==> src/verilog/synth_pkg.sv <==
package synth_pkg;

	// ========================================
	// Frame timing
	// ========================================
	localparam int STEP_BITS = 5; // 32 cycles per sample frame
	localparam int NUM_OSCS  = 2;

	// ========================================
	// Configuration word map
	// ========================================
	localparam int CFG_WORDS     = 4;
	localparam int CFG_ADDR_BITS = 2;
	localparam int CFG_OSC0      = 0; // Mantissa 8:0, octave 12:9
	localparam int CFG_OSC1      = 1;
	localparam int CFG_FILTER    = 2; // Cutoff 3:0, damp 7:4, volume 11:8
	localparam int CFG_MISC      = 3; // Waveforms 3:0, y/v select 7:6

	localparam int OUT_BITS  = 8;
	localparam int LFSR_BITS = 15;

	typedef enum logic [1:0] {
		WF_PULSE  = 2'd0,
		WF_SQUARE = 2'd1,
		WF_NOISE  = 2'd2,
		WF_SAW    = 2'd3
	} waveform_e;

	// Steps of the sample frame that do filter work
	// VOL0 and VOL1 differ only in bit 0, which picks the oscillator
	typedef enum logic [STEP_BITS-1:0] {
		STEP_VOL0     = STEP_BITS'(0),
		STEP_VOL1     = STEP_BITS'(1),
		STEP_DAMP     = STEP_BITS'(2),
		STEP_CUTOFF_Y = STEP_BITS'(3),
		STEP_CUTOFF_V = STEP_BITS'(4),
		STEP_OUTPUT   = {STEP_BITS{1'b1}}
	} filter_step_e;

endpackage
==> src/verilog/synth_top.sv <==
`timescale 1ns/100ps

module synth_top #(
	parameter int OCT_BITS        = 4,
	parameter int OSC_PERIOD_BITS = 10,
	parameter int WAVE_BITS       = 2,
	parameter int LEAST_SHR       = 3,
	parameter int DIVIDER_BITS    = 17
) (
	input  logic                                clk,
	input  logic                                reset,
	input  logic [7:0]                          cfg_data,
	input  logic [synth_pkg::CFG_ADDR_BITS-1:0] cfg_addr,
	input  logic                                cfg_hi,
	input  logic                                cfg_strobe, // Asynchronous
	output logic [synth_pkg::OUT_BITS-1:0]      sample_out,
	output logic                                pwm
);

	import synth_pkg::*;

	localparam int FSTATE_BITS  = WAVE_BITS + LEAST_SHR + 2**OCT_BITS - 1;
	localparam int SHIFTER_BITS = WAVE_BITS + 2**OCT_BITS - 1;

	logic [OSC_PERIOD_BITS-2:0]     osc_mantissa [NUM_OSCS];
	logic [OCT_BITS-1:0]            osc_oct [NUM_OSCS];
	waveform_e                      osc_waveform [NUM_OSCS];
	logic [OCT_BITS-1:0]            cutoff_oct;
	logic [OCT_BITS-1:0]            damp_oct;
	logic [OCT_BITS-1:0]            vol_oct;
	logic [NUM_OSCS-1:0]            yv_sel;
	filter_step_e                   step;
	logic                           frame_end;
	logic [DIVIDER_BITS:0]          oct_enables;
	logic [WAVE_BITS-1:0]           noise;
	logic signed [SHIFTER_BITS-1:0] dither;
	logic [WAVE_BITS:0]             wave_sample;
	logic signed [FSTATE_BITS-1:0]  y;
	logic [FSTATE_BITS-1:0]         filter_sum;

	// ========================================
	// Input side
	// ========================================
	cfg_input #(.OCT_BITS(OCT_BITS), .OSC_PERIOD_BITS(OSC_PERIOD_BITS)) u_cfg_input (
		.clk, .reset, .cfg_data, .cfg_addr, .cfg_hi, .cfg_strobe,
		.osc_mantissa, .osc_oct, .cutoff_oct, .damp_oct, .vol_oct, .osc_waveform, .yv_sel
	);

	frame_sequencer #(.OCT_BITS(OCT_BITS), .WAVE_BITS(WAVE_BITS), .LEAST_SHR(LEAST_SHR),
		.DIVIDER_BITS(DIVIDER_BITS)) u_frame_sequencer (
		.clk, .reset, .step, .frame_end, .oct_enables, .noise, .dither
	);

	// ========================================
	// Processing
	// ========================================
	oscillator_bank #(.OCT_BITS(OCT_BITS), .OSC_PERIOD_BITS(OSC_PERIOD_BITS),
		.WAVE_BITS(WAVE_BITS), .DIVIDER_BITS(DIVIDER_BITS)) u_oscillator_bank (
		.clk, .reset, .step, .oct_enables, .noise, .osc_mantissa, .osc_oct, .osc_waveform,
		.wave_sample
	);

	svf_filter #(.OCT_BITS(OCT_BITS), .WAVE_BITS(WAVE_BITS), .LEAST_SHR(LEAST_SHR)) u_svf_filter (
		.clk, .reset, .step, .wave_sample, .yv_sel, .cutoff_oct, .damp_oct, .vol_oct, .dither,
		.y, .filter_sum
	);

	// Output side
	pwm_output #(.OCT_BITS(OCT_BITS), .WAVE_BITS(WAVE_BITS), .LEAST_SHR(LEAST_SHR)) u_pwm_output (
		.clk, .reset, .frame_end, .filter_sum, .y, .pwm, .sample_out
	);

endmodule

==> src/verilog/pwm_output.sv <==
`timescale 1ns/100ps

module pwm_output #(
	parameter int OCT_BITS     = 4,
	parameter int WAVE_BITS    = 2,
	parameter int LEAST_SHR    = 3,
	localparam int FSTATE_BITS = WAVE_BITS + LEAST_SHR + 2**OCT_BITS - 1
) (
	input  logic                            clk,
	input  logic                            reset,
	input  logic                            frame_end,
	input  logic [FSTATE_BITS-1:0]          filter_sum,
	input  logic signed [FSTATE_BITS-1:0]   y,
	output logic                            pwm,
	output logic [synth_pkg::OUT_BITS-1:0]  sample_out
);

	import synth_pkg::*;

	logic [STEP_BITS-1:0] pwm_counter;

	assign pwm = pwm_counter != '0;

	// Load once per frame with dither already added by the filter adder
	always_ff @(posedge clk) begin
		if (reset)
			pwm_counter <= '0;
		else if (frame_end)
			pwm_counter <= {~filter_sum[FSTATE_BITS-1], filter_sum[FSTATE_BITS-2 -: STEP_BITS-1]};
		else if (pwm)
			pwm_counter <= pwm_counter - 1'b1;
	end

	// Offset binary copy of the y state
	assign sample_out = {~y[FSTATE_BITS-1], y[FSTATE_BITS-2 -: OUT_BITS-1]};

endmodule

==> src/verilog/svf_filter.sv <==
`timescale 1ns/100ps

module svf_filter #(
	parameter int OCT_BITS      = 4,
	parameter int WAVE_BITS     = 2,
	parameter int LEAST_SHR     = 3,
	localparam int FEED_SHL     = 2**OCT_BITS - 1,
	localparam int FSTATE_BITS  = WAVE_BITS + LEAST_SHR + FEED_SHL,
	localparam int SHIFTER_BITS = WAVE_BITS + FEED_SHL
) (
	input  logic                           clk,
	input  logic                           reset,
	input  synth_pkg::filter_step_e        step,
	input  logic [WAVE_BITS:0]             wave_sample,
	input  logic [synth_pkg::NUM_OSCS-1:0] yv_sel,
	input  logic [OCT_BITS-1:0]            cutoff_oct,
	input  logic [OCT_BITS-1:0]            damp_oct,
	input  logic [OCT_BITS-1:0]            vol_oct,
	input  logic signed [SHIFTER_BITS-1:0] dither,
	output logic signed [FSTATE_BITS-1:0]  y,
	output logic [FSTATE_BITS-1:0]         filter_sum
);

	import synth_pkg::*;

	localparam int IDX_BITS = $clog2(NUM_OSCS);

	typedef enum logic [1:0] {
		TARGET_Y,
		TARGET_V,
		TARGET_NONE
	} target_e;

	logic [STEP_BITS-1:0]          step_bits;
	logic [IDX_BITS-1:0]           osc_idx;
	target_e                       target;
	logic                          a_sel_v;   // Addend is v rather than y
	logic signed [SHIFTER_BITS-1:0] shifter_src;
	logic [OCT_BITS-1:0]           shift_oct;
	logic                          shift_zero;
	logic [OCT_BITS:0]             shift_inc;
	logic [OCT_BITS-1:0]           shift_amt;
	logic signed [FSTATE_BITS-1:0] v;
	logic signed [FSTATE_BITS-1:0] a_src;
	logic signed [FSTATE_BITS-1:0] src_ext;
	logic signed [FSTATE_BITS-1:0] b_src;
	logic [FSTATE_BITS-1:0]        raw_sum;
	logic                          sat_max;
	logic                          sat_min;

	assign step_bits = step;
	assign osc_idx   = step_bits[IDX_BITS-1:0];

	// ========================================
	// Step decoder
	// ========================================
	always_comb begin
		target      = TARGET_NONE;
		a_sel_v     = 1'b0;
		shifter_src = '0;
		shift_oct   = '0;
		shift_zero  = 1'b0;
		case (step)
			STEP_VOL0, STEP_VOL1: begin
				target      = yv_sel[osc_idx] ? TARGET_V : TARGET_Y;
				a_sel_v     = yv_sel[osc_idx];
				shifter_src = {wave_sample, {(FEED_SHL-1){1'b0}}}; // Centered feed
				shift_oct   = vol_oct;
			end
			STEP_DAMP: begin
				target      = TARGET_V;
				a_sel_v     = 1'b1;
				shifter_src = ~v[FSTATE_BITS-1:LEAST_SHR]; // Inversion as cheap negate
				shift_oct   = damp_oct;
			end
			STEP_CUTOFF_Y: begin
				target      = TARGET_Y;
				shifter_src = v[FSTATE_BITS-1:LEAST_SHR];
				shift_oct   = cutoff_oct;
			end
			STEP_CUTOFF_V: begin
				target      = TARGET_V;
				a_sel_v     = 1'b1;
				shifter_src = ~y[FSTATE_BITS-1:LEAST_SHR];
				shift_oct   = cutoff_oct;
			end
			STEP_OUTPUT: begin
				shifter_src = dither; // Sum feeds the PWM, states untouched
				shift_zero  = 1'b1;
			end
			default: target = TARGET_NONE;
		endcase
	end

	// ========================================
	// Shifter and saturating adder
	// ========================================
	assign shift_inc = {1'b0, shift_oct} + 1'b1;
	assign shift_amt = shift_zero ? '0 : (shift_inc[OCT_BITS] ? '1 : shift_inc[OCT_BITS-1:0]);

	assign src_ext = FSTATE_BITS'(shifter_src);
	assign b_src   = src_ext >>> shift_amt;
	assign a_src   = a_sel_v ? v : y;
	assign raw_sum = a_src + b_src;

	assign sat_max = ~a_src[FSTATE_BITS-1] & ~b_src[FSTATE_BITS-1] & raw_sum[FSTATE_BITS-1];
	assign sat_min = a_src[FSTATE_BITS-1] & b_src[FSTATE_BITS-1] & ~raw_sum[FSTATE_BITS-1];

	always_comb begin
		if (sat_max)
			filter_sum = {1'b0, {(FSTATE_BITS-1){1'b1}}};
		else if (sat_min)
			filter_sum = {1'b1, {(FSTATE_BITS-1){1'b0}}};
		else
			filter_sum = raw_sum;
	end

	// Filter states
	always_ff @(posedge clk) begin
		if (reset) begin
			y <= '0;
			v <= '0;
		end else begin
			if (target == TARGET_Y)
				y <= filter_sum;
			if (target == TARGET_V)
				v <= filter_sum;
		end
	end

endmodule

==> src/verilog/oscillator_bank.sv <==
`timescale 1ns/100ps

module oscillator_bank #(
	parameter int OCT_BITS        = 4,
	parameter int OSC_PERIOD_BITS = 10,
	parameter int WAVE_BITS       = 2,
	parameter int DIVIDER_BITS    = 17
) (
	input  logic                        clk,
	input  logic                        reset,
	input  synth_pkg::filter_step_e     step,
	input  logic [DIVIDER_BITS:0]       oct_enables,
	input  logic [WAVE_BITS-1:0]        noise,
	input  logic [OSC_PERIOD_BITS-2:0]  osc_mantissa [synth_pkg::NUM_OSCS],
	input  logic [OCT_BITS-1:0]         osc_oct [synth_pkg::NUM_OSCS],
	input  synth_pkg::waveform_e        osc_waveform [synth_pkg::NUM_OSCS],
	output logic [WAVE_BITS:0]          wave_sample
);

	import synth_pkg::*;

	localparam int IDX_BITS  = $clog2(NUM_OSCS);
	localparam int OCT_STEPS = 2**OCT_BITS;

	logic [STEP_BITS-1:0]       step_bits;
	logic [IDX_BITS-1:0]        idx;
	logic                       update;
	logic [OCT_STEPS-1:0]       oct_gate;
	logic [OCT_BITS-1:0]        cur_oct;
	logic                       enable;
	logic                       fire;
	logic [OSC_PERIOD_BITS-1:0] period;
	logic [OSC_PERIOD_BITS-1:0] counter_next;
	logic [WAVE_BITS-1:0]       cur_wave;
	logic [WAVE_BITS-1:0]       wave_next;
	waveform_e                  cur_wf;

	logic [OSC_PERIOD_BITS-1:0] counter [NUM_OSCS];
	logic [WAVE_BITS-1:0]       wave [NUM_OSCS];

	assign step_bits = step;
	assign idx       = step_bits[IDX_BITS-1:0]; // Oscillator served this step
	assign update    = step_bits < STEP_BITS'(NUM_OSCS);

	// ========================================
	// Shared counter datapath
	// ========================================
	assign oct_gate = {1'b0, oct_enables[OCT_STEPS-2:0]}; // Top octave never runs
	assign cur_oct  = osc_oct[idx];
	assign enable   = oct_gate[cur_oct];
	assign fire     = enable & ~|counter[idx][OSC_PERIOD_BITS-1:WAVE_BITS];
	assign period   = {1'b1, osc_mantissa[idx]};

	assign counter_next = counter[idx] + (fire ? period : '0)
		- OSC_PERIOD_BITS'(1 << WAVE_BITS);

	// Wave register update
	assign cur_wave  = wave[idx];
	assign cur_wf    = osc_waveform[idx];
	assign wave_next = (cur_wf == WF_NOISE) ? {~noise[WAVE_BITS-1], noise[WAVE_BITS-2:0]}
		: cur_wave + 1'b1;

	always_ff @(posedge clk) begin
		if (reset) begin
			for (int i = 0; i < NUM_OSCS; i++) begin
				counter[i] <= '0;
				wave[i]    <= '0;
			end
		end else if (update) begin
			if (enable)
				counter[idx] <= counter_next;
			if (fire)
				wave[idx] <= wave_next;
		end
	end

	// ========================================
	// Waveform shaping
	// ========================================
	always_comb begin
		case (cur_wf)
			WF_SQUARE: wave_sample = {~cur_wave[WAVE_BITS-1], 2'b10};
			WF_PULSE:  wave_sample = {cur_wave[WAVE_BITS-1 -: 2] != 2'b11, 2'b11}; // Quarter duty
			default:   wave_sample = {~cur_wave[WAVE_BITS-1], cur_wave[WAVE_BITS-2:0], 1'b1};
		endcase
	end

endmodule

==> src/verilog/frame_sequencer.sv <==
`timescale 1ns/100ps

module frame_sequencer #(
	parameter int OCT_BITS      = 4,
	parameter int WAVE_BITS     = 2,
	parameter int LEAST_SHR     = 3,
	parameter int DIVIDER_BITS  = 17,
	localparam int SHIFTER_BITS = WAVE_BITS + 2**OCT_BITS - 1
) (
	input  logic                           clk,
	input  logic                           reset,
	output synth_pkg::filter_step_e        step,
	output logic                           frame_end,
	output logic [DIVIDER_BITS:0]          oct_enables,
	output logic [WAVE_BITS-1:0]           noise,
	output logic signed [SHIFTER_BITS-1:0] dither
);

	import synth_pkg::*;

	localparam int DITHER_BITS = SHIFTER_BITS - (STEP_BITS - LEAST_SHR);

	logic [STEP_BITS-1:0]    step_cnt;
	logic [DIVIDER_BITS-1:0] divider;
	logic [DIVIDER_BITS-1:0] divider_next;
	logic [LFSR_BITS-1:0]    lfsr;

	assign step         = filter_step_e'(step_cnt);
	assign frame_end    = &step_cnt;
	assign divider_next = divider + 1'b1;
	assign oct_enables  = {divider_next & ~divider, 1'b1}; // Rising divider bits

	always_ff @(posedge clk) begin
		if (reset) begin
			step_cnt <= '0;
			divider  <= '0;
			lfsr     <= '1;
		end else begin
			step_cnt <= step_cnt + 1'b1; // Wraps at the end of the frame
			if (frame_end) begin
				divider <= divider_next;
				lfsr    <= {lfsr[LFSR_BITS-2:0], lfsr[0] ^ lfsr[LFSR_BITS-1]};
			end
		end
	end

	assign noise = lfsr[WAVE_BITS-1:0];

	// Dither is the divider count bit reversed, so the fastest bit weighs most
	// Sign bit of the reversed count is divider bit 0
	assign dither[SHIFTER_BITS-1:DITHER_BITS] = {(SHIFTER_BITS-DITHER_BITS){divider[0]}};
	for (genvar i = 0; i < DITHER_BITS; i++) begin : g_dither
		assign dither[i] = divider[DITHER_BITS-1-i];
	end

endmodule

==> src/verilog/cfg_input.sv <==
`timescale 1ns/100ps

module cfg_input #(
	parameter int OCT_BITS        = 4,
	parameter int OSC_PERIOD_BITS = 10
) (
	input  logic                                   clk,
	input  logic                                   reset,
	input  logic [7:0]                             cfg_data,
	input  logic [synth_pkg::CFG_ADDR_BITS-1:0]    cfg_addr,
	input  logic                                   cfg_hi,
	input  logic                                   cfg_strobe,
	output logic [OSC_PERIOD_BITS-2:0]             osc_mantissa [synth_pkg::NUM_OSCS],
	output logic [OCT_BITS-1:0]                    osc_oct [synth_pkg::NUM_OSCS],
	output logic [OCT_BITS-1:0]                    cutoff_oct,
	output logic [OCT_BITS-1:0]                    damp_oct,
	output logic [OCT_BITS-1:0]                    vol_oct,
	output synth_pkg::waveform_e                   osc_waveform [synth_pkg::NUM_OSCS],
	output logic [synth_pkg::NUM_OSCS-1:0]         yv_sel
);

	import synth_pkg::*;

	localparam int WF_BITS = $bits(waveform_e);
	localparam int OSC_WORD [NUM_OSCS] = '{CFG_OSC0, CFG_OSC1};

	logic [1:0]  strobe_sync; // Two flop synchronizer
	logic        strobe_q;
	logic        strobe_prev;
	logic        cfg_write;
	logic [15:0] cfg_regs [CFG_WORDS];

	// ========================================
	// Strobe synchronizer and edge detect
	// ========================================
	assign strobe_q  = strobe_sync[1];
	assign cfg_write = strobe_q & ~strobe_prev; // Rising edge only

	always_ff @(posedge clk) begin
		if (reset) begin
			strobe_sync <= '0;
			strobe_prev <= 1'b0;
		end else begin
			strobe_sync <= {strobe_sync[0], cfg_strobe};
			strobe_prev <= strobe_q;
		end
	end

	// ========================================
	// Register file
	// ========================================
	// All ones at reset parks both oscillators at octave 15
	always_ff @(posedge clk) begin
		if (reset) begin
			for (int w = 0; w < CFG_WORDS; w++)
				cfg_regs[w] <= '1;
		end else if (cfg_write) begin
			if (cfg_hi)
				cfg_regs[cfg_addr][15:8] <= cfg_data;
			else
				cfg_regs[cfg_addr][7:0] <= cfg_data;
		end
	end

	// Field decode
	for (genvar i = 0; i < NUM_OSCS; i++) begin : g_osc_fields
		assign osc_mantissa[i] = cfg_regs[OSC_WORD[i]][OSC_PERIOD_BITS-2:0];
		assign osc_oct[i]      = cfg_regs[OSC_WORD[i]][OSC_PERIOD_BITS-2+OCT_BITS -: OCT_BITS];
		assign osc_waveform[i] = waveform_e'(cfg_regs[CFG_MISC][WF_BITS*i +: WF_BITS]);
	end

	assign cutoff_oct = cfg_regs[CFG_FILTER][OCT_BITS-1:0];
	assign damp_oct   = cfg_regs[CFG_FILTER][2*OCT_BITS-1 -: OCT_BITS];
	assign vol_oct    = cfg_regs[CFG_FILTER][3*OCT_BITS-1 -: OCT_BITS];
	assign yv_sel     = cfg_regs[CFG_MISC][7 -: NUM_OSCS]; // 1 feeds v, 0 feeds y

endmodule

==> config.mk <==
export PLATFORM = sky130hd
export DESIGN_NAME = synth_top
export DESIGN_NICKNAME = d
export VERILOG_FILES = /design/src/verilog/synth_pkg.sv /design/src/verilog/synth_top.sv /design/src/verilog/pwm_output.sv /design/src/verilog/svf_filter.sv /design/src/verilog/oscillator_bank.sv /design/src/verilog/frame_sequencer.sv /design/src/verilog/cfg_input.sv
export SDC_FILE = /design/constraint.sdc
export NUM_CORES = 1
export LEC_CHECK = 0
export BUFFER_PORTS_ARGS = -buffer_cell sky130_fd_sc_hd__buf_2
export CELL_PAD_IN_SITES_DETAIL_PLACEMENT = 1
export CELL_PAD_IN_SITES_GLOBAL_PLACEMENT = 1
export CORE_MARGIN = 2
export CORE_UTILIZATION = 45
export CTS_BUF_LIST = sky130_fd_sc_hd__clkbuf_4 sky130_fd_sc_hd__clkbuf_8 sky130_fd_sc_hd__clkbuf_16
export CTS_CLUSTER_DIAMETER = 30
export DETAILED_ROUTE_END_ITERATION = 8
export GPL_ROUTABILITY_DRIVEN = 0
export HOLD_SLACK_MARGIN = 0.15
export PLACE_DENSITY = 0.86
export SLEW_MARGIN = 30
export SYNTH_ARGS = -nofsm -noshare
export SYNTH_HDL_FRONTEND = slang
export SYNTH_HIERARCHICAL = 1
export SYNTH_SLANG_ARGS = --single-unit
==> constraint.sdc <==
create_clock -name clk -period 5.8 [get_ports clk]
set_input_delay 0.29 -clock clk [delete_from_list [all_inputs] [get_ports clk]]
set_output_delay 0.29 -clock clk [all_outputs]
set_load 0.05 [all_outputs]
---- Word level (Yosys, flattened, before mapping) ----
Memories as Yosys holds them, arrays and structs flattened. A register that Yosys moved wholly into a read port is not among the register bits.
Cells that the tools add are included.
storage, ports and cells
  register bits ........................... 85
  bits in writable memories ............... 88
  input port bits ......................... 14
  output and inout bits ................... 9
  memories ................................ 3
operators by class
  add/sub/neg operators ................... 8
  magnitude comparators ................... 4
  eq/ne operators ......................... 9
  shift-type cells ........................ 1
  multiplexer cells ....................... 58
  bitwise gates (word level) .............. 20
  reduce and logical (&&, ||, !) cells .... 14
memory list
  name                       words  width  rd ports  clocked after Yosys merged registers in  write ports  RTL line               RTL
  u_cfg_input.cfg_regs       4      16     4         0                                        4            cfg_input.sv:31        logic [15:0] cfg_regs [CFG_WORDS];
  u_oscillator_bank.counter  2      10     1         1                                        2            oscillator_bank.sv:38  logic [OSC_PERIOD_BITS-1:0] counter [NUM_OSCS];
  u_oscillator_bank.wave     2      2      1         1                                        2            oscillator_bank.sv:39  logic [WAVE_BITS-1:0] wave [NUM_OSCS];
operator list
  kind                     count
  $pmux W17 S5             1
  $mux W20                 3
  $not A17 Y17             2
  $mux W1                  29
  $mux W9                  3
  $add A20 B20 Y20         1
  $mux W10                 2
  $mux W4                  5
  $sshr A17 B4 Y20         1
  $add A17 B1 Y17 const B  1
  $mux W16                 1
  $reduce_or A16 Y1        1
  $and A14 B14 Y14         1
  $mux W2                  7
  $not A14 Y14             1
  $pmux W4 S3              1
  $add A10 B10 Y10         1
  $eq A5 B2 Y1 const B     2
  $mux W5                  2
  $reduce_or A10 Y1        1
  $sub A10 B3 Y10 const B  1
  $not A1 Y1               8
  $reduce_or A2 Y1         4
  $reduce_or A8 Y1         1
  other kinds (27)         34

---- Logic depth before layout (Yosys ltp) ----
  depth in word-level cells ............... 15
  depth in mapped cells ................... 29

---- Hierarchy ----
The synthesis kept the hierarchy.
by module, submodules not included
  module           instances  cells an instance  area each (sq um)
  svf_filter       1          604                4329.2
  oscillator_bank  1          229                2210.9
  cfg_input        1          130                2014.4
  frame_sequencer  1          204                1950.6
  pwm_output       1          41                 345.3

---- Worst setup path after synthesis ----
Ideal clock, no wire load.
  path type ............................... reg-to-reg
  start ................................... register u_frame_sequencer.step_cnt[2], in the netlist u_frame_sequencer/step[2]
  end ..................................... register u_svf_filter.v[14]
  library setup time ...................... 139 ps
  arrival time ............................ 5386 ps
  required time ........................... 5661 ps
  slack ................................... 275 ps
  stages on the path, launching flop included .. 23
  clock period less this slack ............ 5525 ps
  cells stage by stage .................... dfxtp_1 or3b_4 a211oi_4 a22oi_1 nand2_1 ha_1 a21boi_0 o21ai_1 o21ai_2 mux2_2 mux2_2 a222oi_1 ha_1 inv_1 fa_1 nand2b_1 a21oi_1 o41ai_1 a211oi_1 nor2_1 nor4b_1 o31ai_1 a211oi_1
between the ends
  cells in the longest elaborated chain, start to end .. 12
  elaborated cells between the ends (all ways) .. 30
ends and longest elaborated chain
  element                                     RTL line               RTL
  start: declaration                          frame_sequencer.sv:23  logic [STEP_BITS-1:0] step_cnt;
  start signal: assignment                    frame_sequencer.sv:39  step_cnt <= step_cnt + 1'b1;
  $eq A5 B2 Y1, or another cell as far along  svf_filter.sv:63       case (step)
  $reduce_or A2 Y1 (on tied branches)         -
  $pmux W4 S3                                 svf_filter.sv:63
  $add A4 B1 Y5                               svf_filter.sv:98       assign shift_inc = {1'b0, shift_oct} + 1'b1;
  $mux W4 (2 in series)                       svf_filter.sv:99       assign shift_amt = shift_zero ? '0 : (shift_inc[OCT_BITS] ? '1 : shift_inc[OCT_BITS-1:0]);
  $sshr A17 B4 Y20                            svf_filter.sv:102      assign b_src = src_ext >>> shift_amt;
  $add A20 B20 Y20                            svf_filter.sv:104      assign raw_sum = a_src + b_src;
  $not A1 Y1                                  svf_filter.sv:107      assign sat_min = a_src[FSTATE_BITS-1] & b_src[FSTATE_BITS-1] & ~raw_sum[FSTATE_BITS-1];
  $and A1 B1 Y1                               svf_filter.sv:107
  $mux W20                                    svf_filter.sv:112      else if (sat_min)
  $mux W20                                    svf_filter.sv:110      if (sat_max)
  end signal: assignment                      svf_filter.sv:127      v <= filter_sum;
  end: declaration                            svf_filter.sv:43       logic signed [FSTATE_BITS-1:0] v;
Parallel ways exist; a longest one is shown, timed or not.
A chain may end at the register's enable or synchronous reset.

---- Final worst setup path ----
  start ................................... register u_frame_sequencer.step_cnt[2], in the netlist u_frame_sequencer/step[2]
  end ..................................... register u_svf_filter.v[4]
Same word-level chain as after synthesis.

==> qor.txt <==
max cap viols = 0
number of levels the H-tree was split into = 4
number of global-route vias before repair = 9739
PortBufs = 22
critical path endpoint category = register
clock tree from TritonCTS = built
Fill cells = 2697
initial antenna violation count = 0
crit share post-route = 102%
standby leakage power = 4.53 nW
worst-case setup margin in the final layout = -0.126 ns
area added between synthesis and finish = 11.8%
final hold violation count = 0
placed cells = 1467
Post-Synthesis Net Count = 1253
measured slew at the worst slew-check pin = 0.833 ns
detailed-route DRC error count = 0
Min Hold Slack = 0.159 ns
number of nets with antenna violations after detailed routing = 0
die outline width = 158 µm
capturing point of the worst reg2reg path = u_svf_filter/v[4]
Relative slew margins = 44.4%
post-route minimum period = 5.93 ns
Avg Vias per Cell = 6.33
worst path required time = 6.14 ns
number of design-rule violations left by the first detailed-router iteration = 789
Core ar. = 0.0234 mm²
deepest clock path buffer count = 2
failing checks = setup timing
clock tree root buffer cell = sky130_fd_sc_hd__clkbuf_16
worst-case vdd ir drop = 0.281 mV
Die Outline Area = 0.0250 mm²
final setup violation count = 23
first-pass GRT wire length = 52700 µm
Worst Setup Slack post-DPL = -0.144 ns
maximum number of pins on one net before global-route repair = 63
Cell Area, Synth = 0.0107 mm²
power density of the placed cells = 461 mW/mm²
Worst setup SP type = register
internal reg-to-reg setup slack = -0.13 ns
highest fanout seen on the critical path = 17
total power draw = 5.49 mW
max frequency = 0.169 GHz
result of the run = complete, but fails checks
Critical Path Source = u_frame_sequencer/step[2]
Placed Area = 0.0109 mm²
height of the die = 158 µm
final core utilization = 51.0%
number of instances in the synthesized netlist = 1179
Detailed Place HPWL = 22100 µm
GRT Residual Overflow = 0
final non-filler cell total = 1520
Hold Path Class = primary input to register
final std cell area, no fill = 0.0119 mm²
Mapped Avg Cell Area = 9.05 µm²
Worst-Skew Late Latency = 0.44 ns
clock sink total = 151
I/O pin cnt = 23
Initial Util = 45.6%
Final nets = 1262
share of post-route cells with drive strength above 1 = 18.7%
summed negative setup slack over all endpoints = -0.926 ns
Pre-antenna DRT Iters = 5
critical path data arrival time = 6.26 ns
Diodes inserted = 0
number of rows in the core area = 56
Pins Over Slew Limit = 0
Total GRT Usage = 27.1%
CTS clk-pin slew, worst paths = 0.08 ns
critical path start-end classification = register to register
number of cells traversed by the worst register-to-register path = 25
YS warnings = 6
post-route clock skew = 0.0120 ns
RR Startpoint = u_frame_sequencer/step[2]
CTS buffer count = 17
Total Routed Length = 35500 µm
capture point of the critical path = u_svf_filter/v[4]
routed vias = 9627
average wire per cell in the routed design = 23.4 µm
==> cell usage in the layout, fill, tap and decap left out, drive strengths merged, types with 7 or more instances in the layout <==
cell type  count
nor4b         11
xnor2         30
clkbuf        17
a221oi         9
o211ai         7
a211oi        57
nor2b         21
nand2b        14
dfxtp         83
nor2         142
a21o          14
a21oi         53
inv           79
buf           88
ha            58
mux2          23
nor3          24
edfxtp        68
nand2         92
nand3         44
and2           7
a211o         18
nor4          11
xor2           9
mux2i         41
nand4          9
a22oi          7
o21ai         47
==> power by group <==
group          internal (mW)  switching, mW
Sequential              1.24          0.143
Clock                  0.591          0.580
Combinational           1.14           1.80
==> routing by layer <==
| metal | up-vias | share of wire, % | GRT usage, % |
|---|---|---|---|
| li1 | 4296 | - | - |
| met1 | 4717 | 40 | 33.6 |
| met2 | 480 | 49 | 47.1 |
| met3 | 134 | 6.4 | 4.13 |
| met4 | 0 | 4.8 | 11.2 |
| met5 | - | 0 | 0 |
==> worst max-delay path: stages (launching register included) <==
cell                       delay, ns
sky130_fd_sc_hd__dfxtp_4        0.40
sky130_fd_sc_hd__or3b_4         0.42
sky130_fd_sc_hd__a211oi_4       0.35
sky130_fd_sc_hd__a22oi_2        0.14
sky130_fd_sc_hd__nand2_2        0.14
sky130_fd_sc_hd__ha_4           0.15
sky130_fd_sc_hd__buf_4          0.10
sky130_fd_sc_hd__buf_4          0.12
sky130_fd_sc_hd__o21ai_0        0.12
sky130_fd_sc_hd__a31oi_1        0.26
sky130_fd_sc_hd__buf_4          0.30
sky130_fd_sc_hd__nor3_1         0.13
sky130_fd_sc_hd__o22ai_1        0.38
sky130_fd_sc_hd__o21ai_0        0.23
sky130_fd_sc_hd__ha_1           0.48
sky130_fd_sc_hd__nand3_1        0.17
sky130_fd_sc_hd__nor2_1         0.27
sky130_fd_sc_hd__o21ai_0        0.12
sky130_fd_sc_hd__a22oi_1        0.21
sky130_fd_sc_hd__o21ai_1        0.14
sky130_fd_sc_hd__buf_4          0.18
sky130_fd_sc_hd__nor3b_4        0.38
sky130_fd_sc_hd__buf_6          0.21
sky130_fd_sc_hd__buf_4          0.12
sky130_fd_sc_hd__a21oi_2        0.06
sky130_fd_sc_hd__a211oi_2       0.25
==> how the worst min path moves through the flow <==
stage | slack (ns) | endpoint | depth (start not counted) | start
2_1_floorplan | 0.36 | u_pwm_output/pwm_counter[2] | 1 | reset
3_3_place_gp | 0.42 | u_cfg_input/strobe_sync[1] | 1 | u_cfg_input/strobe_sync[0]
3_5_place_dp | 0.43 | u_cfg_input/strobe_sync[1] | 1 | u_cfg_input/strobe_sync[0]
4_1_cts | 0.15 | u_cfg_input/cfg_regs[3][6] | 3 | cfg_data[6]
5_1_grt | 0.17 | u_cfg_input/cfg_regs[3][6] | 3 | cfg_data[6]
6_report | 0.16 | u_cfg_input/cfg_regs[3][6] | 3 | cfg_data[6]
==> final cells by class <==
class                           count  area, µm²  share of cell area [%]
Inverter                           71        267                    2.24
Multi-Input combinational cell    858       6290                    52.7
Clock buffer                       17        425                    3.57
Clock inverter                     15        193                    1.62
Tap cell                          319        399                    3.35
Sequential cell                   151       3710                    31.1
Timing Repair Buffer               89        637                    5.34
==> repair_timing <==
action                                 CTS  global route
pin swaps                                6            25
gates cloned                             0             1
setup buffers                            3            16
hold buffers                             1             0
gates resized for setup                  9            53
setup endpoints to repair               38            45
endpoints found under the hold margin    1             0
==> state kept, by name (all words and copies together) (netlist names) <==
signal                     cells
u_cfg_input/cfg_regs          44
u_oscillator_bank/counter     20
u_svf_filter/v                20
u_svf_filter/y                20
u_frame_sequencer/divider     15
u_frame_sequencer/lfsr        15
u_frame_sequencer/step         5
u_pwm_output/pwm_counter       5
u_oscillator_bank/wave         4
u_cfg_input/strobe_sync        2
u_cfg_input/strobe_prev        1
Power figures use the tool's default switching activity.
